<file path="src/design/hamming_decoder.sv">
// ==============================
// Single-error-correcting Hamming
// decoder, 4 parity bits
// ==============================
`timescale 1ns/100ps
`default_nettype none

module hamming_decoder #(
    parameter int  DATA_W = 11,
    localparam int CODE_W = DATA_W + 4
) (
    input  wire  [CODE_W-1:0] code,
    output logic [DATA_W-1:0] data
);

    logic [3:0]        syndrome;
    logic [CODE_W-1:0] fixed;

    // Position p counts from 1 at the MSB, so it sits at bit CODE_W-p
    always_comb begin
        syndrome = '0;
        for (int p = 1; p <= CODE_W; p++) begin
            if (code[CODE_W-p]) begin
                syndrome = syndrome ^ 4'(p);
            end
        end
    end

    // Flip the bit the syndrome points at
    always_comb begin
        fixed = code;
        if (syndrome != '0 && int'(syndrome) <= CODE_W) begin
            fixed[CODE_W-int'(syndrome)] = ~code[CODE_W-int'(syndrome)];
        end
    end

    // Data sits at the non-power-of-two positions, MSB first
    always_comb begin
        int k;
        k = DATA_W - 1;
        data = '0;
        for (int p = 3; p <= CODE_W; p++) begin
            if ((p & (p - 1)) != 0) begin
                data[k] = fixed[CODE_W-p];
                k = k - 1;
            end
        end
    end

endmodule

`default_nettype wire

</file>
<file path="config.mk">
export PLATFORM = sky130hd
export DESIGN_NAME = hamming_decoder
export DESIGN_NICKNAME = d
export VERILOG_FILES = /design/src/design/hamming_decoder.sv
export SDC_FILE = /design/constraint.sdc
export NUM_CORES = 1
export LEC_CHECK = 0
export BUFFER_PORTS_ARGS = -buffer_cell sky130_fd_sc_hd__buf_2
export CORE_AREA = 5 5 48 50
export DETAILED_ROUTE_END_ITERATION = 8
export DIE_AREA = 0 0 53 55
export GPL_ROUTABILITY_DRIVEN = 0
export SYNTH_ARGS = -nofsm -noshare
export SYNTH_HDL_FRONTEND = slang
export SYNTH_SLANG_ARGS = --single-unit
</file>
<file path="constraint.sdc">
create_clock -name vclk -period 2.9
set_clock_uncertainty 0.15 [all_clocks]
set_input_delay 0.29 -clock vclk [all_inputs]
set_output_delay 0.29 -clock vclk [all_outputs]
set_load 0.02 [all_outputs]
</file>
==> summary.txt <==
Route
  – DR vias/cell: 5.07
  – ANT nets after route: 0
  – Total Wirelength: 1670 um
  – WL/cell: 12.3 um
  – Via count: 690
  – DRC viols: 0
  – 1st-pass router iterations: 4
  – Initial DRC Count: 6

Finish
  – Fraction of layout cells with a size suffix above 1: 45.9%
  – Final Net Count: 126
  – FFs & Latches: 0
  – Fin area: 873 um2
  – Area grow syn2layout: 26.0%
  – Clock buffer count: 0
  – Antenna Cells: 0
  – FF/Latch Area: 0 um2

Synthesis
  – Compound-Gate Fraction of Synth Area: 23.5%
  – Syn Inst Count: 83
  – Syn Nets: 98
  – Synth Area in XOR/XNOR: 46.4%
  – Synthesized area: 693 um2
  – Post-Synth Adder-Cell Area: 0%
  – Synth area leaders: xnor2_1 (18%), xor2_1 (7.6%), nand2_1 (7.0%)
  – Syn. warnings: 0
  – Simple-gate share of the synthesized area: 19.3%
  – Netlist cell types: 31
  – Largest family of logic cells by synthesized area: XOR/XNOR gates
  – Sequential fraction of the synthesis area: 0%
  – Mux contribution to synthesized area: 9.21%
  – Yosys top cell by area: xnor2_1
  – Post-Syn Area per Cell: 8.35 um2
  – Synth top area share: 17.7%

Pwr
  – Comb pwr share: 100.0%
  – Clock power frac: 0%
  – Max VDD drop: 0.184 mV
  – NetSw: 210 uW
  – Seq pwr share: 0%
  – Power per Cell Area: 413 mW/mm2
  – Switching share of total power: 58.3%
  – P_int: 150 uW
  – Pleak: 0.379 nW

Worst setup path
  – WP data required: 2460 ps
  – CP top delay family: XOR/XNOR gates
  – CP Class: input port to output port
  – CP Data Arrival Time: 2310 ps
  – Crit path cell chain: buf_2 -> xor3_2 -> xnor2_2 -> nor2_2 -> mux2_4 -> a211o_1 -> o31ai_1 -> buf_2
  – CP bufs+invs: 2
  – Worst path most repeated cell: buf_2
  – Crit. path cell count: 8
  – Crit-path slowest cell: xor3_2
  – CP startpoint: code[9]
  – Worst stage delay on the critical path: 460 ps
  – Startpoint types: input port
  – CP endpoint: data[7]
  – Max FO, Critical Path: 5
  – Crit end category: output port

STA
  – Slew @ Worst Pin: 452 ps
  – Relative max-transition margin: 69.6%
  – Max Fclk: 364 MHz
  – Crit path time final: 2750 ps
  – Setup TNS: 0 ps
  – Final hold vios: 0
  – PnR worst setup slack: 149 ps
  – Max Slew Vio Count: 0
  – Setup-failing EPs final: 0
  – Fin crit share: 94.9%

Die
  – Ports: 26
  – Die height: 55 um
  – Initial Util: 37.2%
  – Core region area: 0.00186 mm2
  – Width of the die: 53 um
  – Cell row count: 16
  – Die area: 0.00292 mm2

GRT
  – GRT overflow: 0
  – First-pass GRT wire length: 2950 um
  – Initial antenna violation count: 0
  – Largest net degree at the start of global routing: 8
  – Most Used Layer, Global Route: met2
  – Met2 GRT Util: 24.2%
  – GR Util met1: 17.4%
  – Vias in the first global route: 697
  – Total GRT Usage: 13.0%
  – GRT met3 Usage: 0.536%

Clock tree
  – Hold_buf cts: 0
  – Post-CTS Resized: 0
  – Postcts setup bufs: 0

Placement
  – Area after DPL: 853 um2
  – DP Wirelength: 1470 um
  – Place WS: 142 ps
  – IO Port Bufs: 26

Job
  – Max capacitance violation total: 0

Hold path
  – Hold WC Path Type: input port to output port

Status
  – Status: completed
==> synthesized netlist by cell type <==
| master | n |
|---|---|
| xnor2_1 | 14 |
| nand2_1 | 13 |
| xor2_1 | 6 |
| nand3_1 | 5 |
| a21bo_2 | 3 |
| nor2_1 | 3 |
| nor3_1 | 3 |
| o31ai_1 | 3 |
| xnor2_2 | 3 |
| xor2_2 | 3 |
| a21oi_1 | 2 |
| and3_2 | 2 |
| mux2_1 | 2 |
| mux2_4 | 2 |
| nor2_2 | 2 |
| o21ai_0 | 2 |
| a2111oi_2 | 1 |
| a211o_1 | 1 |
| a21o_1 | 1 |
| a221oi_1 | 1 |
| a22o_1 | 1 |
| a22oi_1 | 1 |
| a31o_2 | 1 |
| a32o_2 | 1 |
| and3_1 | 1 |
| buf_6 | 1 |
| mux2_2 | 1 |
| o21ai_1 | 1 |
| o21ai_2 | 1 |
| xor3_1 | 1 |
| xor3_2 | 1 |
==> cell type report <==
class                      count  area [um2]
multi-input combinational     82         702
timing repair buffer          27         138
tap                           27        33.8
fill                         196         988
==> how the worst min path moves through the flow <==
| stage | from | end | slack (ps) | cells past startpoint |
|---|---|---|---|---|
| 5_1_grt | code[3] | data[3] | 770 | 3 |
| 3_5_place_dp | code[3] | data[3] | 740 | 3 |
| 4_1_cts | code[3] | data[3] | 750 | 3 |
| 3_3_place_gp | code[3] | data[3] | 750 | 3 |
| 2_1_floorplan | code[12] | data[10] | 570 | 1 |
| 6_report | code[3] | data[3] | 750 | 3 |
==> logic make-up after synthesis <==
| group | count (synthesis) |
|---|---|
| muxes | 5 |
| AOI/OAI and AO/OA | 20 |
| xor gates and xnor gates | 28 |
| and+or+nand+nor | 29 |
| buffers and inverters | 1 |
==> per-layer routing <==
layer	part of all wire [%]	up-vias
met5	0	-
met1	41	320
met3	4.3	0
met4	0	0
li1	-	352
met2	54	18
==> power by group through the flow <==
stage | Sequential [mW] | Clock (mW) | Combinational (mW)
global placement | 0 | 0 | 0.351
CTS | 0 | 0 | 0.355
global route | 0 | 0 | 0.403
floorplan | 0 | 0 | 0.269
detailed placement | 0 | 0 | 0.354
finish | 0 | 0 | 0.360
==> cells in the final DEF (no fill, tap or decap), types with 3 or more instances in the layout <==
master,synthesis,routed
xor2_2,3,4
o31ai_1,3,3
xor2_1,6,5
nand2_1,13,13
buf_2,0,26
nor3_1,3,3
nor2_1,3,3
xnor2_1,14,14
nand3_1,5,5
a21bo_2,3,3
==> stage by stage <==
| stage | std cells | total power [mW] | hold WS, ps | utilization [%] |
|---|---|---|---|---|
| 6_report | 136 | 0.360 | 746 | 46.9 |
| 4_1_cts | 136 | 0.355 | 749 | 45.8 |
| 5_1_grt | 136 | 0.403 | 768 | 46.9 |
| 3_5_place_dp | 136 | 0.354 | 743 | 45.8 |
| 2_1_floorplan | 83 | 0.269 | 572 | - |
| 3_3_place_gp | 136 | 0.351 | 746 | 45.8 |
Note: power is estimated with default switching activity, not from simulation.
