==> config.mk <==
export PLATFORM = sky130hd
export DESIGN_NAME = matrix_buffer
export DESIGN_NICKNAME = d
export VERILOG_FILES = /design/src/design/mdc_pkg.sv /design/src/design/matrix_buffer.sv
export SDC_FILE = /design/constraint.sdc
export NUM_CORES = 1
export LEC_CHECK = 0
export BUFFER_PORTS_ARGS = -buffer_cell sky130_fd_sc_hd__buf_2
export CAP_MARGIN = 10
export CORE_ASPECT_RATIO = 1.4
export CORE_MARGIN = 8
export CORE_UTILIZATION = 49
export CTS_CLUSTER_DIAMETER = 50
export DETAILED_ROUTE_END_ITERATION = 8
export GPL_TIMING_DRIVEN = 0
export PLACE_DENSITY = 0.79
export SYNTH_ARGS = -nofsm -noshare
export SYNTH_HDL_FRONTEND = slang
export SYNTH_SLANG_ARGS = --single-unit
==> constraint.sdc <==
create_clock -name clk -period 2.3 [get_ports clk]
set_input_delay 0.23 -clock clk [delete_from_list [all_inputs] [get_ports clk]]
set_output_delay 0.23 -clock clk [all_outputs]
set_load 0.03 [all_outputs]
==> src/design/mdc_pkg.sv <==
// ==============================
// Widths, element types, mode codes,
// step numbers and FSM states
// ==============================
`default_nettype none

package mdc_pkg;

    // ==============================
    // Widths
    // ==============================
    localparam int ELEM_W      = 11;
    localparam int MODE_W      = 5;
    localparam int DATA_CODE_W = 15;
    localparam int MODE_CODE_W = 9;
    localparam int STEP_W      = 5;
    localparam int DET2_W      = 23;
    localparam int DET3_W      = 51;
    localparam int OUT_W       = 207;

    typedef logic signed [ELEM_W-1:0]   elem_t;
    // Element product, also a full 2x2 determinant
    typedef logic signed [2*ELEM_W-1:0] prod_t;
    // Element times minor, and the running cofactor sum
    typedef logic signed [44:0]         acc_t;
    typedef logic [STEP_W-1:0]          step_t;
    typedef logic [OUT_W-1:0]           result_t;

    // Decoded mode codes
    localparam logic [MODE_W-1:0] MODE_2X2 = 5'b00100;
    localparam logic [MODE_W-1:0] MODE_3X3 = 5'b00110;

    // ==============================
    // Step numbers
    // ==============================
    localparam step_t LAST_STEP_2X2    = 5'd16;
    localparam step_t LAST_STEP_3X3    = 5'd22;
    localparam step_t MINOR_FIRST_STEP = 5'd10;

    typedef enum logic [1:0] {
        ST_IDLE,
        ST_M2X2,
        ST_M3X3
    } mdc_state_e;

endpackage

`default_nettype wire
==> src/design/matrix_buffer.sv <==
// ==============================
// 4x4 element store, one element
// written per step, row-major
// ==============================
`timescale 1ns/100ps
`default_nettype none

module matrix_buffer
    import mdc_pkg::*;
(
    input  wire        clk,
    input  wire step_t step,
    input  wire elem_t data,
    output elem_t      m00, m01, m02, m03,
    output elem_t      m10, m11, m12, m13,
    output elem_t      m20, m21, m22, m23,
    output elem_t      m30, m31, m32, m33
);

    elem_t mem [16];

    // Steps 16 and up carry no element
    always_ff @(posedge clk) begin
        if (!step[STEP_W-1]) begin
            mem[step[3:0]] <= data;
        end
    end

    assign m00 = mem[0];
    assign m01 = mem[1];
    assign m02 = mem[2];
    assign m03 = mem[3];
    assign m10 = mem[4];
    assign m11 = mem[5];
    assign m12 = mem[6];
    assign m13 = mem[7];
    assign m20 = mem[8];
    assign m21 = mem[9];
    assign m22 = mem[10];
    assign m23 = mem[11];
    assign m30 = mem[12];
    assign m31 = mem[13];
    assign m32 = mem[14];
    assign m33 = mem[15];

endmodule

`default_nettype wire

==> flow_summary.ini, run 1 <==
[outcome]
status = complete, no violations

[critical_path]
arrival_ps = 1590
critPathKind = in2reg
worstPathRequired_ps = 2330
worst_setup_path_start_kind = input pin
cp-startpoint = step[1]
cp_max_fo = 11
endpoint_kind = flop

[sta]
tightestPinTransition_ps = 1060
fmax_mhz = 643
period_needed_ps = 1560
finalHoldViolCount = 0
finalSetupViolCount = 0
drv_slew = 0
rsz0062_at_grt = no
finalCritPeriodShare_pct = 67.6
slew_headroom_pct = 28.8

[clocking]
cts_tree = done
path_clk_slew_ps = 60
cts_setup_buffers = 0
holdBufCountCts = 0
numCtsBuffers = 17
cts_root_buf = clkbuf_16
cts_buffer_depth = 2
htree_levels = 4
post_cts_resized = 0
cts_sinks = 176

[logic_synthesis]
ys_warn_count = 0
syn_nets = 216
syn_area_per_cell_sq_um = 27.1
yosysUniqueCellTypes = 8
synth_cells = 199
synth.cell_area_sq_um = 5400
synth.yosys.seq_area_share_pct = 97.8
ys_seq_elements = 176

[pwr]
p_leak_uw = 0.00265
power.density_nw_per_um2 = 916
peakVddDrop_uv = 592
power_uw = 6510

[detailed_routing]
wirelength_um = 12800
remaining_drc_errors = 0
postRouteAntennaNets = 0
dr.pass1.iters = 4
wl_per_cell_um = 22.6
drt_iter0_drc = 93
dr_total_vias = 2727
routed_via_density = 4.81

[die]
die_w_um = 105
ios = 193
die-area_sq_um = 14700
start_util_pct = 50.0
coreArea_sq_um = 10800
die_y_um = 140
rows = 45

[finish]
antennaDiodeCount = 0
fillers = 794
synthToLayoutAreaGrowth_pct = 31.6
nets = 430
largest_reg_flops = 176
post-route-util_pct = 65.8
design_area_sq_um = 7110
drive_gt1_share_pct = 52.8

[global_route]
first_global_vias = 2889
grt_overflow = 0
grt_max_degree = 17
grt_antenna_before_repair = 0
grt_first_pass_wirelength_um = 18300
track_usage_pct = 17.4

[worst_hold_path]
holdCritStartpoint = data[3]
worstHoldPathType = in2reg

[placement]
hpwlAfterDp_um = 8770
portBuffers = 192
dpl-instance-area_sq_um = 6560
gp_congestion = 0.727

[run]
max-cap-violations = 0
## cell type report
type | count | area (sq um) | share of cell area [%]
clock buffer | 19 | 433 | 6.09
clock inverter | 13 | 114 | 1.60
multi-input combinational | 23 | 123 | 1.72
sequential | 176 | 5290 | 74.3
tap | 141 | 176 | 2.48
timing repair buffer | 195 | 978 | 13.8
## power breakdown
group	leakage (uW)	switching [uW]	internal, uW
Clock	0.000247	1130	1490
Sequential	0.00159	13.8	3600
Combinational	0.000808	231	52.4
Total	0.00265	1380	5130
## worst paths after layout
kind / end / slack (ps) / cells past startpoint
max: mem[5][8] / 740 / 3
min: mem[14][3] / 230 / 1
## layer usage
metal  up-vias  wire length, um  GRT usage (%)
met1      1337             4440           16.6
met4         0              298           8.67
met5         -                0              0
met3        22             1150           7.90
met2       138             6950           30.5
li1       1230                -              -
## cells in the final DEF (no fill, tap or decap)
cell | netlist | routed
buf_2 | 0 | 194
edfxtp_1 | 176 | 176
clkbuf_16 | 0 | 17
nor2_1 | 12 | 12
clkinvlp_4 | 0 | 6
nor3_1 | 4 | 3
nand2b_1 | 2 | 2
or3b_1 | 2 | 2
clkbuf_1 | 0 | 2
inv_6 | 0 | 2
clkinv_1 | 0 | 2
nand3b_1 | 1 | 1
or3_4 | 1 | 1
nand2_1 | 1 | 1
nor3_2 | 0 | 1
clkinv_2 | 0 | 1
bufinv_16 | 0 | 1
clkinv_4 | 0 | 1
buf_4 | 0 | 1
## critical path, stage by stage
cell and delay, ps:
buf_2 120, or3b_1 460, nor2_1 780
## Yosys cell counts
cell / count / area [sq um]
edfxtp_1: 176 / 5290
nor2_1: 12 / 45.0
nor3_1: 4 / 20.0
nand2b_1: 2 / 12.5
or3b_1: 2 / 17.5
nand2_1: 1 / 3.75
nand3b_1: 1 / 7.51
or3_4: 1 / 11.3
## cells by family (layout without fill, tap and decap cells)
logic type             count (synthesis)  in the layout  synth area share [%]
buffers and inverters                  0            227                     0
flip-flops                           176            176                  97.8
AND/OR/NAND/NOR                       23             23                  2.18
## per-stage QoR
| step | instances | setup slack (ps) | hold slack (ps) | setup TNS [ps] |
|---|---|---|---|---|
| 2_1_floorplan | 199 | 440 | 329 | 0 |
| 3_3_place_gp | 532 | -126 | 662 | -1380 |
| 3_5_place_dp | 535 | 300 | 664 | 0 |
| 4_1_cts | 567 | 745 | 223 | 0 |
| 5_1_grt | 567 | 645 | 226 | 0 |
| 6_report | 567 | 744 | 231 | 0 |
No activity file was read; power rests on OpenSTA's default activity.
==> run 2: changes to the inputs <==
==> constraint.sdc (replaced) <==
create_clock -name clk -period 1.5 [get_ports clk]
set_input_delay 0.15 -clock clk [delete_from_list [all_inputs] [get_ports clk]]
set_output_delay 0.15 -clock clk [all_outputs]
set_load 0.03 [all_outputs]
==> flow_summary.ini, run 2 (same netlist as run 1, synthesis figures left out) <==
[clocking]
cts_setup_buffers = 0
holdBufCountCts = 0
numCtsBuffers = 17
path_clk_slew_ps = 60
cts_sinks = 176
cts_root_buf = clkbuf_16
cts_tree = done
htree_levels = 4
cts_buffer_depth = 2

[outcome]
violations = setup timing
status = finished with violations

[pwr]
power.density_nw_per_um2 = 1420
peakVddDrop_uv = 851
p_leak_uw = 0.00265

[die]
start_util_pct = 50.0
coreArea_sq_um = 10800
ios = 193
die_w_um = 105
die_y_um = 140
die-area_sq_um = 14700
rows = 45

[critical_path]
crit_chain = buf_2 > or3b_1 > nor2_1
crit_path_top_delay_cell = nor2_1
cp_slowest_stage_delay_ps = 800
worstPathRequired_ps = 1530
cp-startpoint = step[0]
cp_max_fo = 11
critPathKind = in2reg
endpoint_kind = flop
arrival_ps = 1540
worst_setup_path_start_kind = input pin

[finish]
antennaDiodeCount = 0
final_cell_mix = 192 x buf_2, 176 x edfxtp_1, 17 x clkbuf_16
post-route-util_pct = 65.9
nets = 427
final_common_cell = buf_2
largest_reg_flops = 176
synthToLayoutAreaGrowth_pct = 32.0
drive_gt1_share_pct = 53.6

[detailed_routing]
dr.pass1.iters = 4
wirelength_um = 13000
dr_total_vias = 2729
wl_per_cell_um = 23.0
remaining_drc_errors = 0
postRouteAntennaNets = 0
drt_iter0_drc = 108
routed_via_density = 4.85

[global_route]
grt_overflow = 0
track_usage_pct = 17.4
first_global_vias = 2885
grt_first_pass_wirelength_um = 18300
grt_antenna_before_repair = 0
grt_max_degree = 17

[sta]
drv_slew = 0
finalSetupViolCount = 11
tightestPinTransition_ps = 1020
finalHoldViolCount = 0
period_needed_ps = 1510
fmax_mhz = 662
worst_slack_ps = -9.70
hold_slack_ps = 167
rsz0062_at_grt = yes
slew_headroom_pct = 31.9
finalCritPeriodShare_pct = 101

[run]
max-cap-violations = 0

[placement]
hpwlAfterDp_um = 8810
portBuffers = 192
gp_congestion = 0.732

[worst_hold_path]
holdCritStartpoint = data[10]
hold_depth = 1
hold_end = mem[6][10]
worstHoldPathType = in2reg
-- run 2: changes by cell type in the layout (fill, tap and decap cells not counted), sizes merged --
| cell | change |
|---|---|
| buf | -3 |
| bufinv | +1 |
| clkbuf | -2 |
| clkinv | +1 |
| clkinvlp | -2 |
| inv | +1 |
-- run 2: worst max-delay path by stage --
stage | slack (ps) | end | cells past startpoint
floorplan | 10 | mem[6][0] | 2
global placement | -410 | mem[6][1] | 3
detailed placement | -460 | mem[13][1] | 3
CTS | -7 | mem[10][3] | 3
global route | -60 | mem[6][8] | 3
finish | -10 | mem[10][8] | 3
-- run 2: what timing repair did --
item                                    in CTS  in global routing
gates resized for setup                      0                  1
endpoints found under the setup margin      15                 44
pin swaps                                    0                  0
-- run 2: layout make-up --
type,instances,area [sq um]
multi-input cells,23,140
fillers,757,3680
flip-flops and latches,176,5290
clock inverters,14,141
clock buffers,17,425
repair buffers,192,961
well taps,141,176
-- run 2: power breakdown --
part | leakage [uW] | internal, uW | total (uW) | switching, uW
Sequential | 0.00159 | 5510 | 5540 | 22.0
Combinational | 0.000795 | 79.7 | 437 | 357
Clock | 0.000265 | 2440 | 4170 | 1740
-- run 2: routing by layer --
layer	GRT usage [%]	up-vias	wire, um
li1	-	1226	-
met2	30.9	120	7120
met4	6.26	0	145
met3	7.90	8	1140
met1	17.4	1375	4560
met5	0	-	0
-- run 2: critical path: cells and delay by family --
| family | cells | cell delay, ps |
|---|---|---|
| buffers and inverters | 1 | 120 |
| AND/OR/NAND/NOR | 2 | 1260 |
-- run 2: stage by stage --
stage	cells	setup TNS [ps]	power [uW]	setup WS, ps	area (sq um)
detailed placement	532	-55330	6080	-464	6560
global placement	532	-50130	6070	-412	6560
finish	563	-68.0	10100	-9.70	7130
CTS	563	-62.1	10200	-7.48	7130
floorplan	199	0	5860	11.7	5420
global route	563	-1820	10400	-61.9	7130
==> run 3: changes to the inputs <==
==> constraint.sdc (replaced) <==
create_clock -name clk -period 1.5 [get_ports clk]
set_input_delay 0 -clock clk [delete_from_list [all_inputs] [get_ports clk]]
set_output_delay 0 -clock clk [all_outputs]
set_load 0.03 [all_outputs]
==> flow_summary.ini, run 3 (same netlist as run 1, synthesis figures left out) <==
[pwr]
power.share.sequential_pct = 53.3
p_leak_uw = 0.00268
p_comb_share_pct = 4.2
power_uw = 10400
peakVddDrop_uv = 989
p_int_uw = 8230
switchingPower_uw = 2160
power.density_nw_per_um2 = 1450
pwr-share-clk_pct = 42.5
switching_share_pct = 20.7

[critical_path]
arrival_ps = 1390
critPathBufInv = 1
critPathKind = in2reg
cp_top_family = simple AND/OR/NAND/NOR gates
endpoint_kind = flop
cp_slowest_stage_delay_ps = 810
crit_path_top_delay_cell = nor2_1
crit_chain = buf_2 > or3b_1 > nor2_1
cp_max_fo = 11
worst_setup_path_start_kind = input pin
worstPathRequired_ps = 1540

[detailed_routing]
wl_per_cell_um = 22.6
drt_iter0_drc = 156
routed_via_density = 4.78
dr_total_vias = 2701
postRouteAntennaNets = 0
remaining_drc_errors = 0
dr.pass1.iters = 4
wirelength_um = 12800

[clocking]
cts_root_buf = clkbuf_16
post_cts_resized = 0
cts_sinks = 176
htree_levels = 4
cts_buffer_depth = 2
cts_tree = done
numCtsBuffers = 17
path_clk_slew_ps = 60
cts_setup_buffers = 0

[placement]
portBuffers = 192
hpwlAfterDp_um = 8660
dp_cells = 532
gp_congestion = 0.729

[run]
max-cap-violations = 0

[global_route]
track_usage_pct = 17.2
grt_max_degree = 17
grt_overflow = 0
first_global_vias = 2847
grt_antenna_before_repair = 0
grt_first_pass_wirelength_um = 18300

[sta]
tns_ps = 0
rsz0062_at_grt = no
period_needed_ps = 1360
slew_headroom_pct = 30.4
finalSetupViolCount = 0
fmax_mhz = 738
finalCritPeriodShare_pct = 90.3
finalHoldViolCount = 0
tightestPinTransition_ps = 1040
drv_slew = 0

[die]
rows = 45
start_util_pct = 50.0
ios = 193
die_y_um = 140
die_w_um = 105
die-area_sq_um = 14700
coreArea_sq_um = 10800

[outcome]
status = complete, no violations

[finish]
seq_area_sq_um = 5290
final_cell_mix = 192 x buf_2, 176 x edfxtp_1, 17 x clkbuf_16
stdcell_count = 565
largest_reg_flops = 176
drive_gt1_share_pct = 53.8
nets = 428
synthToLayoutAreaGrowth_pct = 32.9
final_common_cell = buf_2
fillers = 741
antennaDiodeCount = 0
multi_input_area_sq_um = 138
post-route-util_pct = 66.4

[worst_hold_path]
worstHoldPathType = in2reg
-- run 3: cell count changes in the layout (fill, tap and decap cells not counted), sizes merged --
cell and change:
clkinv +1, bufinv +1, clkinvlp -1, dlygate4sd3 +1
-- run 3: metal layers --
metal	up-vias	share of wire, %	global-route usage, %
li1	1228	-	-
met1	1318	35	17.2
met2	140	54	30.3
met3	15	9.7	7.67
met4	0	1.7	6.64
met5	-	0	0
-- run 3: path summary, 6_finish.rpt --
check               start         end  slack (ps)  depth (start not counted)
setup / recovery  step[1]  mem[13][6]         140                          3
hold / removal    data[7]  mem[14][7]          20                          1
-- run 3: cell type report --
type                            count  area share, %
Timing Repair Buffer              193           13.5
Multi-Input combinational cell     23           1.92
Clock inverter                     15           2.60
Tap cell                          141           2.46
Clock buffer                       17           5.92
Sequential cell                   176           73.6
-- run 3: repair_timing --
action                                  CTS  global route
hold endpoints to repair                 16             0
hold buffers                              1             0
endpoints found under the setup margin    0             0
-- run 3: power groups by stage --
stage	sequential (uW)	clock [uW]	combinational, uW
4_1_cts	5530	4480	448
2_1_floorplan	5830	0	35.1
3_3_place_gp	5640	0	436
3_5_place_dp	5640	0	445
5_1_grt	5540	4650	463
6_report	5530	4420	440
-- run 3: metrics by stage --
stage	area, sq um	hold WS, ps	setup slack [ps]
3_3_place_gp	6560	423	-439
5_1_grt	7180	7.34	70.0
4_1_cts	7180	3.83	141
2_1_floorplan	5420	98.9	97.6
6_report	7180	18.1	145
3_5_place_dp	6560	429	-309
