### config.mk
export PLATFORM = sky130hd
export DESIGN_NAME = mdc_controller
export DESIGN_NICKNAME = d
export VERILOG_FILES = /design/src/design/mdc_pkg.sv /design/src/design/mdc_controller.sv
export SDC_FILE = /design/constraint.sdc
export NUM_CORES = 1
export LEC_CHECK = 0
export ABC_AREA = 1
export ABC_CLOCK_PERIOD_IN_PS = 2150
export BUFFER_PORTS_ARGS = -buffer_cell sky130_fd_sc_hd__buf_4
export CORE_AREA = 2 2 39 41
export CTS_CLUSTER_DIAMETER = 100
export DETAILED_ROUTE_END_ITERATION = 6
export DIE_AREA = 0 0 41 43
export SYNTH_ARGS = -nofsm -noshare
export SYNTH_HDL_FRONTEND = slang
export SYNTH_SLANG_ARGS = --single-unit
export TNS_END_PERCENT = 1
### constraint.sdc
create_clock -name clk -period 2.15 [get_ports clk]
set_input_delay 0.1075 -clock clk [delete_from_list [all_inputs] [get_ports clk]]
set_output_delay 0.1075 -clock clk [all_outputs]
set_load 0.1 [all_outputs]
### src/design/mdc_pkg.sv
// ==============================
// Widths, element types, mode codes,
// step numbers and FSM states
// ==============================
`default_nettype none

package mdc_pkg;

    // ==============================
    // Widths
    // ==============================
    localparam int ELEM_W      = 11;
    localparam int MODE_W      = 5;
    localparam int DATA_CODE_W = 15;
    localparam int MODE_CODE_W = 9;
    localparam int STEP_W      = 5;
    localparam int DET2_W      = 23;
    localparam int DET3_W      = 51;
    localparam int OUT_W       = 207;

    typedef logic signed [ELEM_W-1:0]   elem_t;
    // Element product, also a full 2x2 determinant
    typedef logic signed [2*ELEM_W-1:0] prod_t;
    // Element times minor, and the running cofactor sum
    typedef logic signed [44:0]         acc_t;
    typedef logic [STEP_W-1:0]          step_t;
    typedef logic [OUT_W-1:0]           result_t;

    // Decoded mode codes
    localparam logic [MODE_W-1:0] MODE_2X2 = 5'b00100;
    localparam logic [MODE_W-1:0] MODE_3X3 = 5'b00110;

    // ==============================
    // Step numbers
    // ==============================
    localparam step_t LAST_STEP_2X2    = 5'd16;
    localparam step_t LAST_STEP_3X3    = 5'd22;
    localparam step_t MINOR_FIRST_STEP = 5'd10;

    typedef enum logic [1:0] {
        ST_IDLE,
        ST_M2X2,
        ST_M3X3
    } mdc_state_e;

endpackage

`default_nettype wire
### src/design/mdc_controller.sv
// ==============================
// Mode FSM, step counter and
// out_valid strobe
// ==============================
`timescale 1ns/100ps
`default_nettype none

module mdc_controller
    import mdc_pkg::*;
(
    input  wire              clk,
    input  wire              rst_n,
    input  wire              in_valid,
    input  wire [MODE_W-1:0] mode,
    output mdc_state_e       state,
    output step_t            step,
    output logic             out_valid
);

    mdc_state_e next_state;

    // ==============================
    // State register
    // ==============================
    always_ff @(posedge clk or negedge rst_n) begin
        if (!rst_n) begin
            state <= ST_IDLE;
        end else begin
            state <= next_state;
        end
    end

    // Mode only counts on the first valid cycle, where step is still 0
    always_comb begin
        next_state = state;
        case (state)
            ST_IDLE: begin
                if (in_valid && step == '0) begin
                    case (mode)
                        MODE_2X2: next_state = ST_M2X2;
                        MODE_3X3: next_state = ST_M3X3;
                        default:  next_state = ST_IDLE;
                    endcase
                end
            end
            ST_M2X2: begin
                if (step == LAST_STEP_2X2) begin
                    next_state = ST_IDLE;
                end
            end
            ST_M3X3: begin
                if (step == LAST_STEP_3X3) begin
                    next_state = ST_IDLE;
                end
            end
            default: next_state = ST_IDLE;
        endcase
    end

    // ==============================
    // Step counter
    // ==============================
    always_ff @(posedge clk or negedge rst_n) begin
        if (!rst_n) begin
            step <= '0;
        end else if (state == ST_IDLE && !in_valid) begin
            step <= '0;
        end else begin
            step <= step + 5'd1;
        end
    end

    // One-cycle pulse after the last step of a mode
    always_ff @(posedge clk or negedge rst_n) begin
        if (!rst_n) begin
            out_valid <= 1'b0;
        end else begin
            case (state)
                ST_M2X2: out_valid <= (step == LAST_STEP_2X2);
                ST_M3X3: out_valid <= (step == LAST_STEP_3X3);
                default: out_valid <= 1'b0;
            endcase
        end
    end

endmodule

`default_nettype wire

==> results_dict.tcl, run 1 <==
set metrics [dict create \
    final_area_um2 666 \
    syn-instance-count 63 \
    start_kind "register" \
    route.detailed.wl_per_inst_um 9.30 \
    fin_cells 98 \
    grt_pass1_wl_mm 1.51 \
    rows 14 \
    fin_tns_setup_ns 0 \
    antenna_found_initial 0 \
    end_kind "register" \
    fp.dieH_um 43 \
    p_leak_nw 0.366 \
    max_cap_violations 0 \
    slew_headroom_pct 75.1 \
    fin_ws_ns 0.867 \
    place_area_um2 633 \
    hp-class "in2reg" \
    place.detailed.hpwl_um 773 \
    syn_area_per_cell_um2 7.94 \
    drive_above_1_share_pct 25.6 \
    clock_latency_ns 0.24 \
    utilization_pct 48.1 \
    r2r_setup_slack_ns 0.87 \
    overflow 0 \
    num_vias 432 \
    root_buffer "clkbuf_4" \
    setup-violations-final 0 \
    grt_util_all_layers_pct 13.1 \
    worstHoldPathCells 4 \
    post_cts_buffers 0 \
    synth_warnings 0 \
    hold_slack_ns 0.150 \
    cp_slowest_stage_delay_ns 0.41 \
    drt_wl_total_um 911 \
    fp.dieW_um 41 \
    core_area_um2 1380 \
    cts_hold_buf 1 \
    max_freq_ghz 0.780 \
    critical_path.slowest_cell "dfrtp_1" \
    cts-buffers-inserted 3 \
    synth_top_area_share_pct 40.0 \
    r2r_cells 10 \
    multiInputGateArea_um2 255 \
    layout_min_cycle_time_ns 1.28 \
    yosysTopAreaCell "dfrtp_1" \
    power.density_nw_per_um2 958 \
    finalNetCount 98 \
    yosys-top-cells-area "dfrtp_1, ha_1, inv_1" \
    period_share_pct 59.7 \
    cp_max_fo 5 \
    gp_congestion 0.739 \
    first_pass_iters 2 \
    crit_start "step[0]" \
    grt_max_degree 9 \
    first_global_vias 373 \
    nFillCells 146 \
    port_buffers 15 \
    reg2reg_from "step[0]" \
    htreeDepth 1 \
    cp_common_cell "nand2_1" \
    required_ns 2.28 \
    synth_seq_area_share_pct 40.0 \
    r2r-end "state[1]" \
    synthToLayoutAreaGrowth_pct 33.0 \
    syn_area_um2 500 \
    routed_via_density 4.41 \
    skew_ns 0.00408 \
    place_ws_ns 0.872 \
    worst-setup-path-type "reg2reg" \
    post-place-cells 94 \
    synth_seq_cells 8 \
    rsz0062_at_grt "no" \
    crit_arrival_ns 1.41 \
    die_area_um2 1760 \
    tightest_slew_ns 0.372 \
    endpoint "state[1]" \
    start_util_pct 36.2 \
    path_cells "inv_1 > ha_1 > nand2_1 > inv_1 > nand2_1 > nand2_2 > nand2_1 > clkinv_1 > nand3_1 > nand2_1" \
    path_clk_slew_ns 0.05 \
    maxSlewViolCount 0 \
    cts-resized-gates 0 \
    syn_nets 77 \
    num_io_pins 16 \
    status "finished, final reports clean" \
    drc 0 \
    hold_viol_final 0 \
    antenna_cells 0 \
    synth_cell_types 14 \
    ff_latch_area_um2 200 \
    drtAntennaViolNets 0 \
    cts_tree "done" \
    dr.first_iter.drc_count 1 \
    cts_sinks 8 \
    ir_worst_vdd_mv 0.645 \
    clock_path_buffers 2 \
    total_power_mw 0.638 \
]
==> report_power, final <==
part / switching [mW] / internal [mW] / total [mW]
Clock: 0.0457 / 0.0635 / 0.109
Sequential: 0.0285 / 0.172 / 0.200
Combinational: 0.244 / 0.0838 / 0.328
Total: 0.319 / 0.319 / 0.638
==> sequential cells by signal, summed over array words and instances (netlist names) <==
signal and cells:
step 5, state 2, out_valid 1
==> synthesized netlist by cell type (all sizes together) <==
master,count
clkinv,1
nor2,10
nor3,2
xor2,2
inv,11
ha,6
nand4,1
xnor2,1
nand2,12
nand3,8
dfrtp,8
a21boi,1
==> critical path: cells and delay by family (launching register included) <==
kind	cells	cell delay, ns
buf+inv	3	0.20
flops	1	0.41
fa+ha+maj	1	0.19
simple gates	6	0.37
==> routing by layer <==
| layer | up-vias | share of wire, % | global-route usage (%) |
|---|---|---|---|
| met5 | - | 0 | 0 |
| met4 | 0 | 0.99 | 10.0 |
| met3 | 2 | 5.2 | 1.57 |
| met2 | 8 | 46 | 18.1 |
| met1 | 190 | 47 | 17.8 |
| li1 | 232 | - | - |
==> kinds of logic after synthesis <==
kind of cell	after synthesis	share of synthesized area [%]
xor+xnor	3	5.25
compound gates	1	1.50
buf+inv	12	9.00
simple gates	33	29.3
flops	8	40.0
fa+ha+maj	6	15.0
==> cells in the final DEF (no fill, tap or decap), drive strengths merged <==
| cell type | synthesis | final |
|---|---|---|
| a21boi | 1 | 1 |
| buf | 0 | 15 |
| clkbuf | 0 | 3 |
| clkinv | 1 | 1 |
| dfrtp | 8 | 8 |
| dlygate4sd3 | 0 | 1 |
| ha | 6 | 6 |
| inv | 11 | 11 |
| nand2 | 12 | 12 |
| nand3 | 8 | 8 |
| nand4 | 1 | 1 |
| nor2 | 10 | 10 |
| nor3 | 2 | 2 |
| xnor2 | 1 | 1 |
| xor2 | 2 | 2 |
==> worst min-delay path by stage <==
stage	to	slack, ns	start
4_1_cts	state[0]	0.14	mode[1]
6_report	state[0]	0.15	mode[1]
5_1_grt	state[0]	0.18	mode[1]
2_1_floorplan	out_valid	-0.19	rst_n
3_5_place_dp	step[4]	-0.07	rst_n
3_3_place_gp	step[4]	-0.07	rst_n
==> area by class of cell <==
type                    count  share of cell area, %
well taps                  16                   3.01
multi-input cells          43                   38.3
repair buffers             16                   18.4
flip-flops and latches      8                   30.1
inverters                  12                   6.77
clock buffers               3                   3.38
(Power assumes the default switching activity.)
==> run 2: changes to the inputs <==
--- a/config.mk
+++ b/config.mk
@@ -6,7 +6,7 @@
 export NUM_CORES = 1
 export LEC_CHECK = 0
 export ABC_AREA = 1
-export ABC_CLOCK_PERIOD_IN_PS = 2150
+export ABC_CLOCK_PERIOD_IN_PS = 1200
 export BUFFER_PORTS_ARGS = -buffer_cell sky130_fd_sc_hd__buf_4
 export CORE_AREA = 2 2 39 41
 export CTS_CLUSTER_DIAMETER = 100
==> constraint.sdc (replaced) <==
create_clock -name clk -period 1.2 [get_ports clk]
set_input_delay 0.06 -clock clk [delete_from_list [all_inputs] [get_ports clk]]
set_output_delay 0.06 -clock clk [all_outputs]
set_load 0.1 [all_outputs]
==> results_dict.tcl, run 2 (same netlist as run 1, synthesis figures left out) <==
set metrics [dict create \
    status "finished, violations left" \
    violations "setup timing" \
    drive_above_1_share_pct 57.8 \
    worst-setup-path-type "reg2reg" \
    p_leak_nw 0.397 \
    power.density_nw_per_um2 1740 \
    finalNetCount 105 \
    cts-buffers-inserted 3 \
    drt_wl_total_mm 1.37 \
    crit_start "step[1]" \
    overflow 0 \
    core_area_um2 1380 \
    end_kind "register" \
    htreeDepth 1 \
    route.detailed.wl_per_inst_um 12.9 \
    start_util_pct 36.2 \
    setup-violations-final 2 \
    fin_cells 106 \
    layout.cells.most_common "buf_4" \
    num_io_pins 16 \
    fp.dieW_um 41 \
    layout_min_cycle_time_ns 1.23 \
    cts_sinks 8 \
    largest_reg_flops 5 \
    gp_congestion 0.706 \
    path_clk_slew_ns 0.06 \
    place_area_um2 708 \
    skew_ns 0.0119 \
    critical_path.slowest_cell "dfrtp_4" \
    grt_max_degree 9 \
    rsz0062_at_grt "yes" \
    grt_pass1_wl_mm 1.94 \
    port_buffers 15 \
    tightest_slew_ns 0.281 \
    regMostFlops "step" \
    place.detailed.hpwl_um 870 \
    path_cells "inv_2 > ha_4 > nand3_2 > nand2_2 > nand3_2 > nand2_1 > nand2_1" \
    slew_headroom_pct 81.4 \
    clock_latency_ns 0.26 \
    fp.dieH_um 43 \
    antenna_found_initial 0 \
    period_share_pct 102 \
    total_power_mw 1.42 \
    cts_tree "done" \
    final_area_um2 816 \
    worstHoldStart "mode[1]" \
    crit_arrival_ns 1.37 \
    required_ns 1.34 \
    num_vias 484 \
    final_cell_mix "buf_4, inv_1, nor2_1" \
    max_cap_violations 0 \
    antenna_cells 0 \
    post-place-cells 100 \
    routed_via_density 4.57 \
    cp_max_fo 4 \
    die_area_um2 1760 \
    utilization_pct 59.0 \
    root_buffer "clkbuf_4" \
    first_pass_iters 4 \
    grt_util_all_layers_pct 17.4 \
    synthToLayoutAreaGrowth_pct 63.0 \
    drtAntennaViolNets 0 \
    maxSlewViolCount 0 \
    place_ws_ns -0.0441 \
    largest_registers "step x5, state x2, out_valid x1" \
    rows 14 \
    fin_ws_ns -0.0286 \
    hp-class "in2reg" \
    reg2reg_from "step[1]" \
    start_kind "register" \
    cp_slowest_stage_delay_ns 0.51 \
    max_freq_ghz 0.814 \
    ir_worst_vdd_mv 0.922 \
    clock_path_buffers 2 \
    hold_viol_final 0 \
    first_global_vias 459 \
    drc 0 \
    dr.first_iter.drc_count 15 \
]
run 2: cell types whose count changed in the layout (fill, tap and decap cells not counted), sizes merged:
cell,previous run,this run
clkbuf,3,4
buf,15,22
run 2: area by class of cell:
class	count	area [um2]
fill	123	568
multi-input combinational	43	319
sequential	8	219
timing repair buffer	23	183
inverter	12	48.8
clock buffer	4	26.3
tap	16	20.0
run 2: routing by layer:
| layer | part of all wire, % | routed length, um | GRT usage (%) |
|---|---|---|---|
| met1 | 40 | 552 | 20.3 |
| met2 | 53 | 726 | 28.1 |
| met3 | 5.4 | 74 | 3.14 |
| met4 | 1.3 | 18 | 10.0 |
| met5 | 0 | 0 | 0 |
run 2: path summary, 6_finish.rpt:
path | to | slack [ns] | cells after the start
max reg2reg | state[0] | -0.03 | 7
min in group asynchronous | step[0] | 0.15 | 2
min | state[0] | 0.08 | 4
min reg2reg | step[0] | 0.53 | 1
max in group asynchronous | state[1] | 0.89 | 2
max | state[0] | -0.03 | 7
run 2: where the power goes:
part | leakage [nW] | internal (mW) | switching (mW)
combinational | 0.285 | 0.275 | 0.525
clock | 0.0150 | 0.128 | 0.109
sequential | 0.0972 | 0.328 | 0.0536
total | 0.397 | 0.731 | 0.688
run 2: what timing repair did:
item	4_1_cts	5_1_grt
endpoints found under the hold margin	8	0
endpoints found under the setup margin	8	10
hold buffers	1	0
pin swaps	4	5
resized for setup	7	11
setup buffers	0	1
run 2: critical path: cells and delay by family (launching register included):
kind                       cells  cell delay, ns
adders and majority gates      1            0.15
buffers and inverters          1            0.09
DFF                            1            0.51
and+or+nand+nor                5            0.38
run 2: per-stage QoR:
step	hold slack, ns	setup TNS [ns]
finish	0.0770	-0.0526
global route	0.105	-0.463
CTS	0.0919	-0.0749
detailed placement	-0.112	-0.126
global placement	-0.113	-0.0683
floorplan	-0.236	-1.25
==> run 3: changes to the inputs <==
--- a/config.mk
+++ b/config.mk
@@ -12,7 +12,8 @@
 export CTS_CLUSTER_DIAMETER = 100
 export DETAILED_ROUTE_END_ITERATION = 6
 export DIE_AREA = 0 0 41 43
+export SKIP_CTS_REPAIR_TIMING = 1
 export SYNTH_ARGS = -nofsm -noshare
 export SYNTH_HDL_FRONTEND = slang
 export SYNTH_SLANG_ARGS = --single-unit
-export TNS_END_PERCENT = 1
+export TNS_END_PERCENT = 20
==> results_dict.tcl, run 3 (same netlist as run 1, synthesis figures left out) <==
set metrics [dict create \
    required_ns 1.34 \
    grt.met3_usage_pct 3.14 \
    p_int_mw 0.724 \
    status "finished, violations left" \
    period_share_pct 105 \
    worstHoldPathCells 4 \
    r2r_cells 7 \
    hold_viol_final 0 \
    overflow 0 \
    place.detailed.hpwl_um 870 \
    routed_via_density 4.41 \
    hold_slack_ns 0.0704 \
    setup-violations-final 2 \
    num_io_pins 16 \
    max_cap_violations 0 \
    rsz0062_at_grt "yes" \
    worst-setup-path-type "reg2reg" \
    route.detailed.wl_per_inst_um 12.5 \
    fp.dieW_um 41 \
    power_switching_mw 0.677 \
    drc 2 \
    crit_arrival_ns 1.40 \
    synthToLayoutAreaGrowth_pct 61.7 \
    place_ws_ns -0.0441 \
    drive_above_1_share_pct 55.6 \
    place_area_um2 708 \
    grt_max_degree 9 \
    finalNetCount 105 \
    seq_power_share_pct 27.0 \
    root_buffer "clkbuf_4" \
    cts_sinks 8 \
    htreeDepth 1 \
    hp-class "in2reg" \
    grt_util_all_layers_pct 14.7 \
    largest_reg_flops 5 \
    num_vias 467 \
    swShare_pct 48.3 \
    core_area_um2 1380 \
    cts-buffers-inserted 3 \
    final_area_um2 810 \
    drt_wl_total_mm 1.33 \
    fp.dieH_um 43 \
    maxSlewViolCount 0 \
    largest_registers "step x5, state x2, out_valid x1" \
    total_power_mw 1.40 \
    layout.cells.most_common "buf_4" \
    p_leak_nw 0.397 \
    grt_util_met1_pct 18.9 \
    clock_latency_ns 0.26 \
    gr-max-usage-layer "met2" \
    pwr-share-comb_pct 56.6 \
    gp_congestion 0.706 \
    max_freq_ghz 0.796 \
    slew_headroom_pct 80.9 \
    first_pass_iters 6 \
    end_kind "register" \
    path_clk_slew_ns 0.07 \
    start_kind "register" \
    port_buffers 15 \
    die_area_um2 1760 \
    skew_ns 0.00947 \
    final_cell_mix "buf_4, nor2_1, inv_1" \
    grt_use_met2_pct 20.9 \
    start_util_pct 36.2 \
    power.density_nw_per_um2 1730 \
    antenna_found_initial 0 \
    dr.first_iter.drc_count 7 \
    ir_worst_vdd_mv 0.922 \
    clkPwrFrac_pct 16.4 \
    antenna_cells 0 \
    fin_ws_ns -0.0567 \
    regMostFlops "step" \
    tightest_slew_ns 0.288 \
    first_global_vias 404 \
    violations "DRC, setup timing" \
    drtAntennaViolNets 0 \
    cts_tree "done" \
    clock_path_buffers 2 \
    layout_min_cycle_time_ns 1.26 \
    cp_max_fo 4 \
    rows 14 \
    grt_pass1_wl_mm 1.65 \
    utilization_pct 58.5 \
]
-- run 3: metrics by stage --
stage / instances / setup TNS, ns
final: 106 / -0.107
after global routing: 106 / -0.513
after CTS: 104 / -0.216
after detailed placement: 100 / -0.126
after global placement: 100 / -0.0683
after floorplan: 63 / -1.25
-- run 3: layout make-up --
| class | instances | area [um2] |
|---|---|---|
| clock buffers | 4 | 26.3 |
| fillers | 126 | 574 |
| inverters | 12 | 48.8 |
| multi-input cells | 43 | 313 |
| flip-flops and latches | 8 | 219 |
| well taps | 16 | 20.0 |
| repair buffers | 23 | 183 |
-- run 3: metal layers --
layer	wire length [um]	up-vias
met1	556	212
met2	693	8
met5	0	-
met3	60	2
li1	-	245
met4	18	0
-- run 3: critical path, cell delays in order (launching register included) --
cell	delay, ns
dfrtp_4	0.50
inv_4	0.09
ha_4	0.14
nand3_1	0.10
nand2_2	0.12
nand3_2	0.08
nand2_1	0.06
nand2_1	0.04
-- run 3: path summary, 6_finish.rpt --
kind,end,slack (ns),start
worst max register to register,state[0],-0.06,step[0]
worst min register to register,step[0],0.53,step[0]
worst min-delay path,state[0],0.07,mode[1]
min in group asynchronous,step[0],0.16,rst_n
max in group asynchronous,state[1],0.88,rst_n
worst max-delay path,state[0],-0.06,step[0]
-- run 3: power groups by stage --
stage / clock, mW / sequential, mW / combinational (mW)
final: 0.230 / 0.378 / 0.793
after global routing: 0.244 / 0.383 / 0.846
after CTS: 0.236 / 0.366 / 0.693
after detailed placement: 0 / 0.371 / 0.692
after global placement: 0 / 0.370 / 0.679
after floorplan: 0 / 0.661 / 0.201
